**src/verilog/pov_pkg.sv**
```systemverilog
package pov_pkg;

    // Display geometry at the reduced size of this build
    parameter int NUM_LANES     = 4;
    parameter int LED_PER_LANE  = 4;
    parameter int MULTIPLEXING  = 4;
    parameter int SLICES_IN_RAM = 4;

    // Nine planes per column keep the driver in its 9-bit grey-scale frame
    parameter int PLANES       = 9;
    // Only the five upper planes carry colour bits, the rest are sent as zero
    parameter int COLOR_PLANES = 5;

    // One slice holds every column of every LED of every lane
    parameter int SLICE_WORDS = MULTIPLEXING * NUM_LANES * LED_PER_LANE;
    parameter int RAM_WORDS   = SLICE_WORDS * SLICES_IN_RAM;
    parameter int RAM_ADDR_W  = $clog2(RAM_WORDS);

    // Red in bits 4..0, green in bits 9..5 and blue in bits 14..10
    typedef logic [14:0] pixel_t;

    typedef logic [RAM_ADDR_W-1:0] ram_addr_t;

    // Three bits per LED, ordered red, green, blue from the low end
    typedef logic [3*LED_PER_LANE-1:0] plane_t;

    typedef logic [$clog2(MULTIPLEXING)-1:0]  column_idx_t;
    typedef logic [3:0]                       plane_idx_t;
    typedef logic [$clog2(SLICES_IN_RAM)-1:0] slice_idx_t;

    typedef enum logic [1:0] {
        IDLE,
        FETCH,
        SEND,
        SWAP
    } sched_state_t;

endpackage

```
**src/verilog/slice_ram.sv**
```systemverilog
module slice_ram #(
    parameter int WORDS = pov_pkg::RAM_WORDS
) (
    input  logic               clk,
    input  logic               wr_en,
    input  pov_pkg::ram_addr_t wr_addr,
    input  pov_pkg::pixel_t    wr_data,
    input  pov_pkg::ram_addr_t rd_addr,
    output pov_pkg::pixel_t    rd_data
);
    import pov_pkg::*;

    // Image storage, one pixel per word, laid out slice by slice
    pixel_t mem [WORDS];

    // The host fills the memory through this port before streaming starts
    always_ff @(posedge clk) begin
        if (wr_en) begin
            mem[wr_addr] <= wr_data;
        end
    end

    // Registered read port, so data arrives one cycle after the address
    always_ff @(posedge clk) begin
        rd_data <= mem[rd_addr];
    end

endmodule

```
**config.mk**
```make
export PLATFORM = sky130hd
export DESIGN_NAME = slice_ram
export DESIGN_NICKNAME = d
export VERILOG_FILES = /design/src/verilog/pov_pkg.sv /design/src/verilog/slice_ram.sv
export SDC_FILE = /design/constraint.sdc
export NUM_CORES = 2
export LEC_CHECK = 0
export BUFFER_PORTS_ARGS = -buffer_cell sky130_fd_sc_hd__buf_4
export CAP_MARGIN = 10
export CORE_MARGIN = 2
export CORE_UTILIZATION = 59
export CTS_BUF_LIST = sky130_fd_sc_hd__clkbuf_4 sky130_fd_sc_hd__clkbuf_8
export CTS_CLUSTER_DIAMETER = 200
export DETAILED_ROUTE_END_ITERATION = 10
export PLACE_DENSITY = 0.75
export SYNTH_ARGS = -nofsm -noshare
export SYNTH_HDL_FRONTEND = slang
export SYNTH_SLANG_ARGS = --single-unit
export TNS_END_PERCENT = 100
```
**constraint.sdc**
```tcl
create_clock -name clk -period 4.9 [get_ports clk]
set_input_delay 1.47 -clock clk [delete_from_list [all_inputs] [get_ports clk]]
set_output_delay 1.47 -clock clk [all_outputs]
set_load 0.02 [all_outputs]
```
==> metrics <==
first-pass GRT wire length 539000 um; DRT antenna net count 0; largest net degree at the start of global routing 137; critical path, cell by cell buf_8 > buf_12 > buf_4 > mux4_2 > a211oi_1 > nor3_1 > nor4_1 > buf_4 > nor4_1; Setup CP Type input pin to flop; Synth Register Bits 3855; vias in the first global route 75.1k; filler cell count 15.1k; clk_lat worst skew 1130 ps; CP Capture Type flop; worst slew pin tran 1480 ps; post-CTS setup buffer count 0; total congestion overflow 0; P per Cell Area 394 nW/um^2; die area 254000 um^2; die height 504 um; clock slew at reported path FFs 60 ps; Mapped Nets 6741; RSZ-0062 raised after global routing false; H-tree levels 6; cell count after synthesis 6708; clk sinks 3855; max-slew violations 0; sequential area share after synthesis 78.3%; layout net count 7597; Root Driver clkbuf_8; initial DRC count 11.9k; critical path fanouts, max 31; VDD IR max 0.303 mV; router iterations before antenna repair 6; hold buffers post-CTS 0; final instance area 167000 um^2; final-report hold violation count 0; DRC errors left 0; Slew HR 0.281%; Layout area overhead 12.8%; Main synth FF type edfxtp_1; Area after DPL 155000 um^2; Crit path arrival time 5230 ps; Clock Path Buffers 4; Clock Skew 63.9 ps; I/O Buffers 47; CTS tree built; library cells used by synthesis 58; failing checks max-capacitance violations; Tcrit/Tclk final 87.0%; startpoint types input pin; Core Region 249000 um^2; Leak 53.0 nW; Total GRT Usage 29.6%; initial antenna violation count 18; Detail Placement HPWL 232000 um; number of vias per cell 6.73; RD Place Congestion 0.906; Cell Area, Synth 148000 um^2; WP data required 5860 ps; Die X 504 um; Initial Util 59.4%; TritonCTS buffer count 602; Finish-stage setup viols 0; setup tns final 0 ps; CP peak stage delay 1230 ps; maximum clock frequency 234 MHz; io pins 48; Synthesis Warnings 0; WL/cell 33.4 um; critical path's slowest cell nor4_1; Post-Route WL 377000 um; crit-path leading delay family simple AND/OR/NAND/NOR gates; # resized after CTS 0; syn avg cell area 22.0 um^2; Power Total 65.5 mW; Max Cap Viol 1; routed vias 76.1k; share of layout cells above drive strength 1 31.1%; Row Count 183; WP buf/inv 4; Async SR Flop Fraction 0%; min-delay worst type input pin to flop; Final min period 4270 ps; number of flops mapped to enable cells by yosys 3840; status complete, but fails checks
[per-stage QoR]
| stage | hold slack [ps] | worst slack [ps] | std cells | util, % |
|---|---|---|---|---|
| final | 803 | 635 | 11300 | 67.0 |
| after global routing | 769 | 877 | 11300 | 67.0 |
| after CTS | 707 | 914 | 11300 | 66.9 |
| after detailed placement | 1150 | -305 | 10300 | 62.5 |
| after global placement | 1100 | -1070 | 10300 | 62.4 |
| after floorplan | 864 | 1310 | 6708 | - |
[report_power, final]
| part | internal [mW] | switching [mW] | leakage, nW | total [mW] |
|---|---|---|---|---|
| clock | 13.7 | 11.9 | 5.91 | 25.6 |
| combinational | 1.22 | 2.27 | 12.5 | 3.49 |
| sequential | 36.4 | 0.0947 | 34.6 | 36.5 |
| total | 51.2 | 14.3 | 53.0 | 65.5 |
[synthesized netlist by cell type, types with 21 or more instances]
| cell type | n | area, um^2 |
|---|---|---|
| a211oi_1 | 40 | 300 |
| a21oi_1 | 165 | 826 |
| a221oi_1 | 48 | 420 |
| a22o_1 | 21 | 184 |
| a22oi_1 | 222 | 1670 |
| buf_1 | 29 | 109 |
| buf_2 | 84 | 420 |
| buf_4 | 55 | 413 |
| buf_6 | 44 | 495 |
| clkbuf_1 | 170 | 638 |
| edfxtp_1 | 3840 | 115000 |
| mux2_2 | 66 | 743 |
| mux2i_1 | 227 | 2270 |
| mux4_2 | 826 | 18600 |
| nand2_1 | 67 | 251 |
| nand3_1 | 32 | 160 |
| nor2_1 | 292 | 1100 |
| nor2b_1 | 33 | 206 |
| nor3_1 | 37 | 185 |
| nor4_1 | 26 | 163 |
| o21ai_0 | 44 | 220 |
| o221ai_1 | 77 | 674 |
| o22ai_1 | 100 | 626 |
[sequential cells by signal, summed over array words and instances (netlist names)]
register  count
mem        3840
rd_data      15
[per-layer routing]
layer / routed length (um) / GRT usage (%) / vias to the layer above
met5: 234 / 0.394 / -
met4: 18700 / 13.7 / 16
met3: 47500 / 6.76 / 810
met2: 175000 / 44.4 / 5593
met1: 136000 / 42.2 / 39400
li1: - / - / 30300
[cell usage in the layout (no fill, tap or decap), types with 7 or more instances in the layout]
cell type / netlist / routed
nor4_1: 26 / 21
nand2_1: 67 / 66
a22o_1: 21 / 21
a221oi_1: 48 / 48
mux2i_1: 227 / 227
bufinv_16: 0 / 7
o22ai_1: 100 / 100
buf_8: 17 / 13
diode_2: 0 / 8
nor3_1: 37 / 37
mux2_2: 66 / 66
nor2b_1: 33 / 29
o32ai_1: 9 / 9
clkinv_1: 1 / 113
nand2b_1: 9 / 8
nand3_1: 32 / 32
inv_6: 0 / 8
a21oi_1: 165 / 165
o221ai_1: 77 / 77
nor3b_1: 10 / 9
a22oi_1: 222 / 222
clkbuf_4: 0 / 203
mux4_2: 826 / 826
edfxtp_1: 3840 / 3840
clkinv_2: 0 / 35
nand4_1: 12 / 12
clkinvlp_4: 0 / 15
clkbuf_8: 0 / 627
o31ai_1: 10 / 10
buf_4: 55 / 573
buf_12: 9 / 68
dfxtp_1: 15 / 15
o21ai_0: 44 / 44
nor2_1: 292 / 291
a31oi_1: 16 / 16
a211oi_1: 40 / 40
[logic make-up (layout without fill, tap and decap cells)]
logic type	count (synthesis)	count (layout)	share of synthesized area (%)
other	0	8	0
DFF	3855	3855	78.3
AOI/OAI and AO/OA	771	771	3.61
muxes	1119	1119	14.6
and+or+nand+nor	552	552	1.72
buffers and inverters	411	1673	1.71
[area by class of cell]
type	count	area [um^2]	share of cell area [%]
sequential	3855	116000	69.4
timing repair buffer	660	5940	3.57
clock buffer	827	10100	6.07
tap	3330	4170	2.50
inverter	3	11.3	0.00676
antenna	8	20.0	0.0120
multi-input combinational	2442	29600	17.8
clock inverter	183	1060	0.637
[final timing paths]
| path | from | endpoint | slack, ps | cells past startpoint |
|---|---|---|---|---|
| max | rd_addr[1] | rd_data[6] | 630 | 9 |
| min | wr_data[3] | mem[7][3] | 800 | 1 |
| max reg2reg | mem[210][6] | rd_data[6] | 1530 | 6 |
| min reg2reg | mem[74][13] | rd_data[13] | 1170 | 6 |
(Power assumes the default switching activity.)
