$ cat config.mk
export PLATFORM = sky130hd
export DESIGN_NAME = column_fetcher_flat
export DESIGN_NICKNAME = d
export VERILOG_FILES = /design/src/verilog/pov_pkg.sv /design/src/verilog/pov_ifs.sv /design/src/verilog/column_fetcher.sv /design/src/flat_wrapper.sv
export SDC_FILE = /design/constraint.sdc
export NUM_CORES = 1
export LEC_CHECK = 0
export BUFFER_PORTS_ARGS = -buffer_cell sky130_fd_sc_hd__buf_2
export CELL_PAD_IN_SITES_DETAIL_PLACEMENT = 0
export CELL_PAD_IN_SITES_GLOBAL_PLACEMENT = 2
export CORE_MARGIN = 4
export CORE_UTILIZATION = 23
export DETAILED_ROUTE_END_ITERATION = 10
export GPL_TIMING_DRIVEN = 0
export PLACE_DENSITY = 0.84
export SYNTH_ARGS = -nofsm -noshare
export SYNTH_HDL_FRONTEND = slang
export SYNTH_SLANG_ARGS = --single-unit
$ cat constraint.sdc
create_clock -name clk -period 2.9 [get_ports clk]
set_input_delay 0.58 -clock clk [delete_from_list [all_inputs] [get_ports clk]]
set_output_delay 0.58 -clock clk [all_outputs]
set_load 0.02 [all_outputs]
$ cat src/verilog/pov_pkg.sv
package pov_pkg;

    // Display geometry at the reduced size of this build
    parameter int NUM_LANES     = 4;
    parameter int LED_PER_LANE  = 4;
    parameter int MULTIPLEXING  = 4;
    parameter int SLICES_IN_RAM = 4;

    // Nine planes per column keep the driver in its 9-bit grey-scale frame
    parameter int PLANES       = 9;
    // Only the five upper planes carry colour bits, the rest are sent as zero
    parameter int COLOR_PLANES = 5;

    // One slice holds every column of every LED of every lane
    parameter int SLICE_WORDS = MULTIPLEXING * NUM_LANES * LED_PER_LANE;
    parameter int RAM_WORDS   = SLICE_WORDS * SLICES_IN_RAM;
    parameter int RAM_ADDR_W  = $clog2(RAM_WORDS);

    // Red in bits 4..0, green in bits 9..5 and blue in bits 14..10
    typedef logic [14:0] pixel_t;

    typedef logic [RAM_ADDR_W-1:0] ram_addr_t;

    // Three bits per LED, ordered red, green, blue from the low end
    typedef logic [3*LED_PER_LANE-1:0] plane_t;

    typedef logic [$clog2(MULTIPLEXING)-1:0]  column_idx_t;
    typedef logic [3:0]                       plane_idx_t;
    typedef logic [$clog2(SLICES_IN_RAM)-1:0] slice_idx_t;

    typedef enum logic [1:0] {
        IDLE,
        FETCH,
        SEND,
        SWAP
    } sched_state_t;

endpackage

$ cat src/verilog/pov_ifs.sv
// Write path from the column fetcher into the back buffers of all lanes
interface lane_fill_if #(
    parameter int NUM_LANES    = pov_pkg::NUM_LANES,
    parameter int LED_PER_LANE = pov_pkg::LED_PER_LANE
);
    import pov_pkg::*;

    localparam int LANE_W = (NUM_LANES > 1) ? $clog2(NUM_LANES) : 1;
    localparam int LED_W  = (LED_PER_LANE > 1) ? $clog2(LED_PER_LANE) : 1;

    logic              wr_en;
    logic [LANE_W-1:0] wr_lane;
    logic [LED_W-1:0]  wr_led;
    pixel_t            wr_pixel;

    modport fetcher (output wr_en, wr_lane, wr_led, wr_pixel);
    modport lane    (input wr_en, wr_lane, wr_led, wr_pixel);

endinterface


$ cat src/verilog/column_fetcher.sv
module column_fetcher #(
    parameter int NUM_LANES    = pov_pkg::NUM_LANES,
    parameter int LED_PER_LANE = pov_pkg::LED_PER_LANE
) (
    input  logic                 clk,
    input  logic                 nrst,
    input  logic                 stream_ready,
    input  logic                 fetch_start,
    input  pov_pkg::column_idx_t fetch_column,
    input  pov_pkg::slice_idx_t  fetch_slice,
    output logic                 fill_done,
    output pov_pkg::ram_addr_t   rd_addr,
    input  pov_pkg::pixel_t      rd_data,
    lane_fill_if.fetcher         fill
);
    import pov_pkg::*;

    // Words of one column across all lanes
    localparam int COL_WORDS = NUM_LANES * LED_PER_LANE;
    localparam int WORD_W    = (COL_WORDS > 1) ? $clog2(COL_WORDS) : 1;
    localparam int LANE_W    = (NUM_LANES > 1) ? $clog2(NUM_LANES) : 1;
    localparam int LED_W     = (LED_PER_LANE > 1) ? $clog2(LED_PER_LANE) : 1;

    ram_addr_t         start_base;
    ram_addr_t         base_q;
    logic [WORD_W-1:0] word_cnt;
    logic              active;
    logic [WORD_W-1:0] rd_word;
    logic              rd_issue;
    logic              wr_en_q;
    logic [WORD_W-1:0] tag_q;

    // Base of the requested column following the RAM layout rule
    assign start_base = ram_addr_t'(fetch_slice * SLICE_WORDS + fetch_column * COL_WORDS);

    // The first read goes out in the cycle of fetch_start itself
    assign rd_word  = fetch_start ? '0 : word_cnt;
    assign rd_issue = stream_ready && (fetch_start || active);
    assign rd_addr  = fetch_start ? start_base : ram_addr_t'(base_q + word_cnt);

    always_ff @(posedge clk or negedge nrst) begin
        if (!nrst) begin
            active    <= 1'b0;
            word_cnt  <= '0;
            wr_en_q   <= 1'b0;
            fill_done <= 1'b0;
        end else if (!stream_ready) begin
            // Abort the column and drop any reads in flight
            active  <= 1'b0;
            wr_en_q <= 1'b0;
        end else begin
            wr_en_q <= rd_issue;
            if (fetch_start) begin
                word_cnt  <= WORD_W'(1);
                active    <= (COL_WORDS > 1);
                fill_done <= 1'b0;
            end else if (active) begin
                word_cnt <= word_cnt + 1'b1;
                if (word_cnt == WORD_W'(COL_WORDS - 1)) begin
                    active <= 1'b0;
                end
            end
            // The last write lands in the lanes at this edge
            if (wr_en_q && tag_q == WORD_W'(COL_WORDS - 1)) begin
                fill_done <= 1'b1;
            end
        end
    end

    // Column base for the later reads and the word tag of each read in flight
    always_ff @(posedge clk) begin
        if (fetch_start) begin
            base_q <= start_base;
        end
        tag_q <= rd_word;
    end

    // The word tag splits into lane and LED because lanes are contiguous in the column
    assign fill.wr_en    = wr_en_q;
    assign fill.wr_lane  = LANE_W'(tag_q / LED_PER_LANE);
    assign fill.wr_led   = LED_W'(tag_q % LED_PER_LANE);
    assign fill.wr_pixel = rd_data;

endmodule

$ cat src/flat_wrapper.sv
// flat-port wrapper written by rule: the top's interface ports become plain ports
module column_fetcher_flat import pov_pkg::*;
#(
    parameter int NUM_LANES    = pov_pkg::NUM_LANES,
    parameter int LED_PER_LANE = pov_pkg::LED_PER_LANE
)
  (clk, nrst, stream_ready, fetch_start, fetch_column, fetch_slice, fill_done, rd_addr, rd_data, fill_wr_en, fill_wr_lane, fill_wr_led, fill_wr_pixel);
  lane_fill_if #(.NUM_LANES(NUM_LANES), .LED_PER_LANE(LED_PER_LANE)) fill_i ();
  input  logic clk;
  input  logic nrst;
  input  logic stream_ready;
  input  logic fetch_start;
  input  pov_pkg::column_idx_t fetch_column;
  input  pov_pkg::slice_idx_t fetch_slice;
  output logic fill_done;
  output pov_pkg::ram_addr_t rd_addr;
  input  pov_pkg::pixel_t rd_data;
  output wire logic [$bits(fill_i.wr_en)-1:0] fill_wr_en;
  output wire logic [$bits(fill_i.wr_lane)-1:0] fill_wr_lane;
  output wire logic [$bits(fill_i.wr_led)-1:0] fill_wr_led;
  output wire logic [$bits(fill_i.wr_pixel)-1:0] fill_wr_pixel;
  assign fill_wr_en = fill_i.wr_en;
  assign fill_wr_lane = fill_i.wr_lane;
  assign fill_wr_led = fill_i.wr_led;
  assign fill_wr_pixel = fill_i.wr_pixel;
  column_fetcher #(.NUM_LANES(NUM_LANES), .LED_PER_LANE(LED_PER_LANE)) u_core (.clk(clk), .nrst(nrst), .stream_ready(stream_ready), .fetch_start(fetch_start), .fetch_column(fetch_column), .fetch_slice(fetch_slice), .fill_done(fill_done), .rd_addr(rd_addr), .rd_data(rd_data), .fill(fill_i));
endmodule
==> results.md <==
- Outcome: completed
- Met3 wire len: around 150 um
- Top routing layer in use: met4
- TritonCTS Sinks: 15
- Vias: 608
- Wire per inst: roughly 10 um
- Count leader, synth: buf_4
- Worst setup EP type: primary output
- Worst r2r dst: u_core.word_cnt[1]
- I/O Buffers: 36
- FF+latch count, synth: 15
- Post-synthesis mux area share: about 6.0%
- Remaining global-route overflow: 0
- CTS tree: built
- Clock transition at path regs: about 90 ps
- Simple-Gate Fraction of Synth Area: about 14%
- Tmin final: just under 2000 ps
- Chip height: 65.2 um
- Pins Over Slew Limit: 0
- Worst-path maximum fanout: 9
- Synth Area in Compound Gates: under 10%
- RSZ-0062 raised after global routing: false
- DR pass1 iterations: 4
- Max-slew headroom: 85.9%
- CTS Buf Count: 3
- Worst r2r src: u_core.word_cnt[0]
- Placed cell count: about 150
- Final hold violations: 0
- Post-Syn Nets: 93
- Peak VDD IR: approximately 110 uV
- Share of layout cells above drive strength 1: a little under three fifths
- Layout area overhead: 34.8%
- Top cells by count, synth: 18 x buf_4, 9 x nor2b_1, 7 x dfrtp_1
- Largest family of logic cells by synthesized area: buffers and inverters
- Core ar.: just over 3000 um2
- Post-Layout Cell Count: 153
- Mapped cell area: 752 um2
- Initial antenna violation count: 0
- Final #Nets: 134
- Ranking of synthesized cells by area: dfrtp_1 23%, buf_4 18%, edfxtp_1 16%
- Top-Level Pins: 52
- Sequential area share after synthesis: 49.9%
- Total track usage: 7.81%
- Leakage: ~0.49 nW
- Vias per cell: roughly 4
- Final-layout fill cell count: around 340
- Post-synth top area cell: dfrtp_1
- First-pass GRT wire length: 2620 um
- Largest net degree at the start of global routing: 11
- Row cnt: 20
- Post-CTS Setup Bufs: 0
- Fmax: slightly above 0.5 GHz
- Post-synth EDFFs: 4
- Max-cap viol count: 0
- Reg2Reg Depth: 3
- Final Skew: 6.06 ps
- TNS Setup: 0 ps
- Measured slew at the worst slew-check pin: about 210 ps
- Starting Density: 24.2%
- DR iter-0 viols: 15
- Clk Latency, worst-skew pair: ~280 ps
- CP Data Required Time: around 2300 ps
- Bufs on Longest Clock Path: 2
- H-tree depth: 1
- Pwr Density: just over 500 nW/um2
- Antenna Nets Post-Route: 0
- Drt total wl: 1590 um
- Arrival @ worst endpoint: around 1400 ps
- Met2 WL post-DR: between 600 and 700 um
- Post-synth top flop: dfrtp_1
- R2r setup slk: approximately 1800 ps
- Die Wd: between 60 and 70 um
- Final setup violation count: 0
- Critical Path Start Type: input pin
- Critical setup path kind: in -> out
- Synth Area in XOR/XNOR: 0%
- PostCTS Resize Cnt: 0
- Post-synthesis adder-cell area fraction: under 10%
- Syn. warnings: 0
- Drt drc: 0
- DRT met1 WL: between 700 and 800 um
- Yosys cell types: 24
- Number of global-route vias before repair: ~570
- Syn avg cell area: ~11 um2
- Final RePlAce weighted congestion: just over 0.8
- HP Class: in -> async
- Cts hold-fix bufs: 0
- Period utilization: between 60% and 70%
- Top-area cell type share of the netlist area: 23.3%
- Async SR Flop Fraction: between 40% and 50%
- Cells after Synth: a little under 70
- Post-DP HPWL: roughly 1300 um
- Root Driver: clkbuf_4
- Die footprint: between 4000 and 5000 um2
- Antenna diode count: 0
report_power, final:
group | internal [W] | switching, W
Clock | 0.0000533 | 0.0000655
Combinational | 0.0000644 | 0.0000751
Sequential | 0.000238 | 0.0000175
metrics by stage:
stage / util [%] / hold slack (ps) / instance area, um2 / setup slack (ps) / power, W
global route: 32.7 / 111 / 1010 / 865 / 0.000545
detailed placement: 31.8 / 431 / 987 / 928 / 0.000401
finish: 32.7 / 118 / 1010 / 925 / 0.000514
CTS: 32.7 / 118 / 1010 / 925 / 0.000521
global placement: 31.8 / 426 / 987 / 941 / 0.000398
floorplan: - / 284 / 752 / 1120 / 0.000355
per-layer routing:
metal	vias up	GRT usage [%]
met1	263	11.1
met4	0	4.66
met2	38	10.9
li1	305	-
met3	2	1.37
met5	-	0
worst max-delay path by stage:
stage,start,end,depth (start not counted)
detailed placement,fetch_start,rd_addr[4],4
floorplan,fetch_start,rd_addr[0],3
CTS,fetch_start,rd_addr[4],4
global route,fetch_start,rd_addr[6],4
finish,fetch_start,rd_addr[4],4
global placement,fetch_start,rd_addr[5],4
placed cells by master, fill, tap and decap left out, types with 2 or more instances in the layout:
master | netlist | layout
dfxtp_1 | 4 | 4
buf_2 | 0 | 36
nand2_1 | 4 | 4
nor2b_1 | 9 | 9
clkbuf_4 | 0 | 3
buf_4 | 18 | 18
edfxtp_1 | 4 | 4
dfrtp_1 | 7 | 7
mux2_2 | 4 | 4
nor2_1 | 2 | 2
nand4_1 | 2 | 2
cell families after synthesis:
group	Yosys count
fa+ha+maj	1
flops	15
compound gates	10
simple gates	20
mux	4
buf+inv	19
worst max-delay path: stages:
cell and delay, ps:
buf_2 140, buf_4 180, mux2_2 330, buf_2 160
cell type report:
| type | instances | area [um2] | share of cell area, % |
|---|---|---|---|
| tap | 44 | 55.1 | 5.43 |
| buffer | 18 | 135 | 13.3 |
| sequential | 15 | 375 | 37.0 |
| inverter | 1 | 3.75 | 0.370 |
| timing repair buffer | 36 | 180 | 17.8 |
| multi-input combinational | 35 | 238 | 23.5 |
| clock buffer | 4 | 26.3 | 2.59 |
flip-flops by register name, indices dropped and copies added (netlist names):
register	flops
u_core.active	1
u_core.base_q	4
u_core.fill.wr_en	1
u_core.fill_done	1
u_core.tag_q	4
u_core.word_cnt	4
Power figures use the tool's default switching activity.
