===== src/verilog/pov_pkg.sv =====
package pov_pkg;

    // Display geometry at the reduced size of this build
    parameter int NUM_LANES     = 4;
    parameter int LED_PER_LANE  = 4;
    parameter int MULTIPLEXING  = 4;
    parameter int SLICES_IN_RAM = 4;

    // Nine planes per column keep the driver in its 9-bit grey-scale frame
    parameter int PLANES       = 9;
    // Only the five upper planes carry colour bits, the rest are sent as zero
    parameter int COLOR_PLANES = 5;

    // One slice holds every column of every LED of every lane
    parameter int SLICE_WORDS = MULTIPLEXING * NUM_LANES * LED_PER_LANE;
    parameter int RAM_WORDS   = SLICE_WORDS * SLICES_IN_RAM;
    parameter int RAM_ADDR_W  = $clog2(RAM_WORDS);

    // Red in bits 4..0, green in bits 9..5 and blue in bits 14..10
    typedef logic [14:0] pixel_t;

    typedef logic [RAM_ADDR_W-1:0] ram_addr_t;

    // Three bits per LED, ordered red, green, blue from the low end
    typedef logic [3*LED_PER_LANE-1:0] plane_t;

    typedef logic [$clog2(MULTIPLEXING)-1:0]  column_idx_t;
    typedef logic [3:0]                       plane_idx_t;
    typedef logic [$clog2(SLICES_IN_RAM)-1:0] slice_idx_t;

    typedef enum logic [1:0] {
        IDLE,
        FETCH,
        SEND,
        SWAP
    } sched_state_t;

endpackage


===== src/verilog/pov_ifs.sv =====


// Plane selection and buffer control from the scheduler, planes back from the lanes
interface plane_bus_if #(
    parameter int NUM_LANES = pov_pkg::NUM_LANES
);
    import pov_pkg::*;

    plane_idx_t plane_sel;
    logic       swap;
    logic       slice_start;
    // Every lane drives only its own element
    plane_t     planes [NUM_LANES];

    modport scheduler (output plane_sel, swap, slice_start, input planes);
    modport lane      (input plane_sel, swap, slice_start, output planes);

endinterface


===== src/verilog/plane_scheduler.sv =====
module plane_scheduler #(
    parameter int NUM_LANES     = pov_pkg::NUM_LANES,
    parameter int MULTIPLEXING  = pov_pkg::MULTIPLEXING,
    parameter int SLICES_IN_RAM = pov_pkg::SLICES_IN_RAM
) (
    input  logic                            clk,
    input  logic                            nrst,
    input  logic                            stream_ready,
    input  logic                            driver_ready,
    input  logic                            position_sync,
    input  logic                            fill_done,
    output logic                            fetch_start,
    output pov_pkg::column_idx_t            fetch_column,
    output pov_pkg::slice_idx_t             fetch_slice,
    plane_bus_if.scheduler                  bus,
    output pov_pkg::plane_t [NUM_LANES-1:0] data_out,
    output logic                            data_valid
);
    import pov_pkg::*;

    localparam plane_idx_t TOP_PLANE = plane_idx_t'(PLANES - 1);

    sched_state_t state;
    column_idx_t  column;
    plane_idx_t   plane;
    slice_idx_t   slice;
    logic         start_slice;
    logic         last_column;
    logic         send_beat;

    // A new slice starts only on a sync pulse while the stream is up
    assign start_slice = (state == IDLE) && stream_ready && position_sync;
    assign last_column = (column == column_idx_t'(MULTIPLEXING - 1));
    assign send_beat   = (state == SEND) && stream_ready && driver_ready;

    assign bus.slice_start = start_slice;
    assign bus.swap        = (state == FETCH) && stream_ready && fill_done;
    assign bus.plane_sel   = plane;

    // Column 0 is fetched from IDLE, later columns are prefetched from SWAP
    assign fetch_start  = start_slice || ((state == SWAP) && stream_ready && !last_column);
    assign fetch_column = (state == SWAP) ? column_idx_t'(column + 1'b1) : column;
    assign fetch_slice  = slice;

    always_ff @(posedge clk or negedge nrst) begin
        if (!nrst) begin
            state  <= IDLE;
            column <= '0;
            plane  <= TOP_PLANE;
            slice  <= '0;
        end else if (!stream_ready) begin
            // Drop the slice but keep its number so it is sent again
            state  <= IDLE;
            column <= '0;
            plane  <= TOP_PLANE;
        end else begin
            case (state)
                IDLE: begin
                    if (position_sync) begin
                        state <= FETCH;
                    end
                end
                FETCH: begin
                    // Waits here when the back buffer is not filled yet
                    if (fill_done) begin
                        state <= SWAP;
                    end
                end
                SWAP: begin
                    state <= SEND;
                end
                SEND: begin
                    if (driver_ready) begin
                        if (plane == '0) begin
                            plane <= TOP_PLANE;
                            if (last_column) begin
                                column <= '0;
                                state  <= IDLE;
                                if (slice == slice_idx_t'(SLICES_IN_RAM - 1)) begin
                                    slice <= '0;
                                end else begin
                                    slice <= slice + 1'b1;
                                end
                            end else begin
                                column <= column + 1'b1;
                                state  <= FETCH;
                            end
                        end else begin
                            plane <= plane - 1'b1;
                        end
                    end
                end
                default: begin
                    state <= IDLE;
                end
            endcase
        end
    end

    // One registered beat per plane, data_valid marks it for a single cycle
    always_ff @(posedge clk or negedge nrst) begin
        if (!nrst) begin
            data_out   <= '0;
            data_valid <= 1'b0;
        end else begin
            data_valid <= send_beat;
            if (send_beat) begin
                for (int i = 0; i < NUM_LANES; i++) begin
                    data_out[i] <= bus.planes[i];
                end
            end
        end
    end

endmodule


===== src/flat_wrapper.sv =====
// flat-port wrapper written by rule: the top's interface ports become plain ports
module plane_scheduler_flat import pov_pkg::*;
#(
    parameter int NUM_LANES     = pov_pkg::NUM_LANES,
    parameter int MULTIPLEXING  = pov_pkg::MULTIPLEXING,
    parameter int SLICES_IN_RAM = pov_pkg::SLICES_IN_RAM
)
  (clk, nrst, stream_ready, driver_ready, position_sync, fill_done, fetch_start, fetch_column, fetch_slice, data_out, data_valid, bus_plane_sel, bus_swap, bus_slice_start, bus_planes);
  plane_bus_if #(.NUM_LANES(NUM_LANES)) bus_i ();
  input  logic clk;
  input  logic nrst;
  input  logic stream_ready;
  input  logic driver_ready;
  input  logic position_sync;
  input  logic fill_done;
  output logic fetch_start;
  output pov_pkg::column_idx_t fetch_column;
  output pov_pkg::slice_idx_t fetch_slice;
  output pov_pkg::plane_t [NUM_LANES-1:0] data_out;
  output logic data_valid;
  output wire logic [$bits(bus_i.plane_sel)-1:0] bus_plane_sel;
  output wire logic [$bits(bus_i.swap)-1:0] bus_swap;
  output wire logic [$bits(bus_i.slice_start)-1:0] bus_slice_start;
  input wire logic [$bits(bus_i.planes)-1:0] bus_planes;
  assign bus_plane_sel = bus_i.plane_sel;
  assign bus_swap = bus_i.swap;
  assign bus_slice_start = bus_i.slice_start;
  assign bus_i.planes = {>>{bus_planes}};
  plane_scheduler #(.NUM_LANES(NUM_LANES), .MULTIPLEXING(MULTIPLEXING), .SLICES_IN_RAM(SLICES_IN_RAM)) u_core (.clk(clk), .nrst(nrst), .stream_ready(stream_ready), .driver_ready(driver_ready), .position_sync(position_sync), .fill_done(fill_done), .fetch_start(fetch_start), .fetch_column(fetch_column), .fetch_slice(fetch_slice), .bus(bus_i), .data_out(data_out), .data_valid(data_valid));
endmodule

===== config.mk =====
export PLATFORM = sky130hd
export DESIGN_NAME = plane_scheduler_flat
export DESIGN_NICKNAME = d
export VERILOG_FILES = /design/src/verilog/pov_pkg.sv /design/src/verilog/pov_ifs.sv /design/src/verilog/plane_scheduler.sv /design/src/flat_wrapper.sv
export SDC_FILE = /design/constraint.sdc
export NUM_CORES = 1
export LEC_CHECK = 0
export ABC_AREA = 1
export BUFFER_PORTS_ARGS = -buffer_cell sky130_fd_sc_hd__buf_2
export CAP_MARGIN = 20
export CORE_ASPECT_RATIO = 1.2
export CORE_MARGIN = 4
export CORE_UTILIZATION = 42
export CTS_CLUSTER_SIZE = 20
export DETAILED_ROUTE_END_ITERATION = 12
export GPL_TIMING_DRIVEN = 0
export PLACE_DENSITY_LB_ADDON = 0.05
export SYNTH_ARGS = -nofsm -noshare
export SYNTH_HDL_FRONTEND = slang
export SYNTH_SLANG_ARGS = --single-unit

===== constraint.sdc =====
create_clock -name clk -period 1.2 [get_ports clk]
set_input_delay 0.24 -clock clk [delete_from_list [all_inputs] [get_ports clk]]
set_output_delay 0.24 -clock clk [all_outputs]
set_load 0.03 [all_outputs]

==> impl_metrics.json <==
{
  "status": "finished, violations left",
  "violations": "negative setup slack",
  "period_share_pct": 136.7,
  "slew_violations": 0,
  "yosys.area.top_type": "dfrtp_1",
  "ant_nets": 0,
  "clock.fmax_ghz": 0.6097,
  "yosysWarnings": 0,
  "routedWlPerCell_um": 13.35,
  "crit_arrival_ns": 1.40,
  "ys_types": 23,
  "hold_viol": 0,
  "diodes": 0,
  "gp_congestion": 0.7537,
  "ir_worst_vdd_mv": 1.224,
  "synthToLayoutAreaGrowth_pct": 66.33,
  "max_stage_delay_ns": 0.42,
  "path_max_fanout": 2,
  "worstPathCellList": "ha_4 -> mux2_4 -> buf_6",
  "die_x_um": 78.39,
  "grt_antenna_before_repair": 0,
  "drc": 0,
  "hold_path_class": "input pin to register",
  "num_io_pins": 114,
  "setup_viol": 65,
  "grt_pass1_wl_um": 10440,
  "layout-drive-gt1-share_pct": 53.69,
  "layoutNonFillerInstCount": 527,
  "dp_hpwl_um": 4418,
  "clk_latency_ns": 0.33,
  "port_buffers": 112,
  "num_vias": 2450,
  "numCtsBuffers": 9,
  "drt_iter0_drc": 97,
  "first_global_vias": 2298,
  "numClockSinks": 59,
  "cts.htree.levels": 3,
  "dpl-instance-area_um2": 3247,
  "power.leakage_nw": 2.358,
  "grt_max_degree": 41,
  "cts_root_buf": "clkbuf_8",
  "via_per_inst": 4.649,
  "tightestPinTransition_ns": 0.4858,
  "yosys_register_bits": 59,
  "end_kind": "output pin",
  "skew_ns": 0.005677,
  "final_common_cell": "nand2_1",
  "clkTransAtPathRegs_ns": 0.06,
  "path_class": "register to output pin",
  "syn_area_um2": 2497,
  "synthesis.nets": 351,
  "die_h_um": 92.47,
  "dp_cells": 486,
  "coreArea_um2": 5705,
  "cp_slowest_cell": "dfrtp_1",
  "tns_ns": -16.65,
  "rows": 30,
  "required_ns": 0.96,
  "slew_headroom_pct": 67.61,
  "mostFrequentLayoutCells": "nand2_1, buf_2, dfrtp_1, nand2_2, buf_6",
  "synth.area.top_cells": "dfrtp_1, nand2_1, nand3_1",
  "clockBufferDepth": 2,
  "initial_core_util_pct": 43.77,
  "finalInstanceArea_um2": 4154,
  "synth.top_cell.area_share_pct": 58.12,
  "layout_setup_ws_ns": -0.4402,
  "wl_um": 7035,
  "nNetsFinal": 502,
  "n_fill_cell": 448,
  "yosysSeqAreaShare_pct": 59.17,
  "die_area_um2": 7249,
  "dr.pass1.iters": 4,
  "power_density_nw_per_um2": 2246,
  "cap_violations": 0,
  "synth_cells": 293,
  "tritoncts": "built",
  "grt_overflow": 0,
  "grt_use_total_pct": 18.29,
  "min_period_ns": 1.640,
  "rsz0062_at_grt": "yes",
  "syn_avg_cell_area_um2": 8.524,
  "startpoint_type": "register"
}
-- synthesized netlist by cell type (all sizes together) --
library cell and n:
nor2 8, xor2 1, dfstp 1, mux2 1, dfrtp 58, inv 13, nor3 3, nand4 4
o22ai 1, xnor2 1, nand2 172, clkbuf 1, ha 4, a21o 1, o31ai 1, nand3 11
buf 11, o21ai 1
-- power breakdown --
group / leakage [nW] / internal [mW] / total, mW / switching [mW]
registers: 0.748 / 2.76 / 3.19 / 0.431
clock network: 0.104 / 1.10 / 1.85 / 0.750
logic: 1.51 / 1.47 / 4.29 / 2.82
-- state kept, by name (all words and copies together) (netlist names) --
name	cells
u_core.data_out	48
u_core.bus.plane_sel	4
u_core.column	2
u_core.fetch_slice	2
u_core.state	2
u_core.data_valid	1
-- repair_timing --
item,4_1_cts,5_1_grt
setup endpoints to repair,60,64
resized for setup,44,83
hold endpoints to repair,18,0
hold buffers,1,0
cloned,0,4
buffers inserted,11,15
pin swaps,7,25
-- cell families after synthesis --
| family | after synthesis | synth area share (%) |
|---|---|---|
| and+or+nand+nor | 198 | 31.36 |
| DFF | 59 | 59.17 |
| buffers and inverters | 25 | 5.260 |
| AOI/OAI and AO/OA | 4 | 1.052 |
| adders and majority gates | 4 | 2.004 |
| xor gates and xnor gates | 2 | 0.7015 |
| muxes | 1 | 0.4509 |
-- path summary, 6_finish.rpt --
check,startpoint,endpoint,slack (ns),depth (start not counted)
max in group asynchronous,nrst,u_core.data_out[3]$_DFFE_PN0P_,0.22,3
min in group asynchronous,nrst,u_core.data_out[17]$_DFFE_PN0P_,0.40,2
max,u_core.column[0]$_DFFE_PN0P_,fetch_column[1],-0.44,3
max reg2reg,u_core.state[1]$_DFFE_PN0P_,u_core.data_out[39]$_DFFE_PN0P_,-0.31,10
min reg2reg,u_core.data_out[13]$_DFFE_PN0P_,u_core.data_out[13]$_DFFE_PN0P_,0.46,2
min,bus_planes[4],u_core.data_out[40]$_DFFE_PN0P_,0.10,3
-- metal layers --
layer | track usage, % | share of wire (%)
met1 | 22.29 | 40
met5 | 0 | 0
met3 | 3.794 | 6.4
met4 | 8.455 | 2.7
met2 | 30.93 | 51
-- worst max-delay path, delay by kind of cell, from the launching register on --
family | cells | cell delay (ns)
flops | 1 | 0.42
mux | 1 | 0.27
fa+ha+maj | 1 | 0.23
buf+inv | 1 | 0.14
-- metrics by stage --
stage | total power [mW] | setup slack, ns | hold WS, ns | util, %
finish | 9.331 | -0.4402 | 0.1007 | 72.81
global route | 9.861 | -0.4689 | 0.09451 | 72.81
CTS | 9.023 | -0.4489 | 0.09202 | 64.87
detailed placement | 6.829 | -0.2361 | 0.2300 | 56.91
global placement | 6.758 | -0.3704 | 0.4412 | 56.56
floorplan | 5.663 | -0.1382 | -0.05559 | -
-- cell type report --
type                            instances  area, µm²  area share, %
Tap cell                               80      100.1          2.410
Multi-Input combinational cell        209       1207          29.07
Clock inverter                          2      35.03         0.8434
Sequential cell                        59       1483          35.69
Clock buffer                           12      165.2          3.976
Inverter                               13      51.30          1.235
Buffer                                 12      157.7          3.795
Timing Repair Buffer                  140      954.7          22.98
No activity file was read; power rests on OpenSTA's default activity.
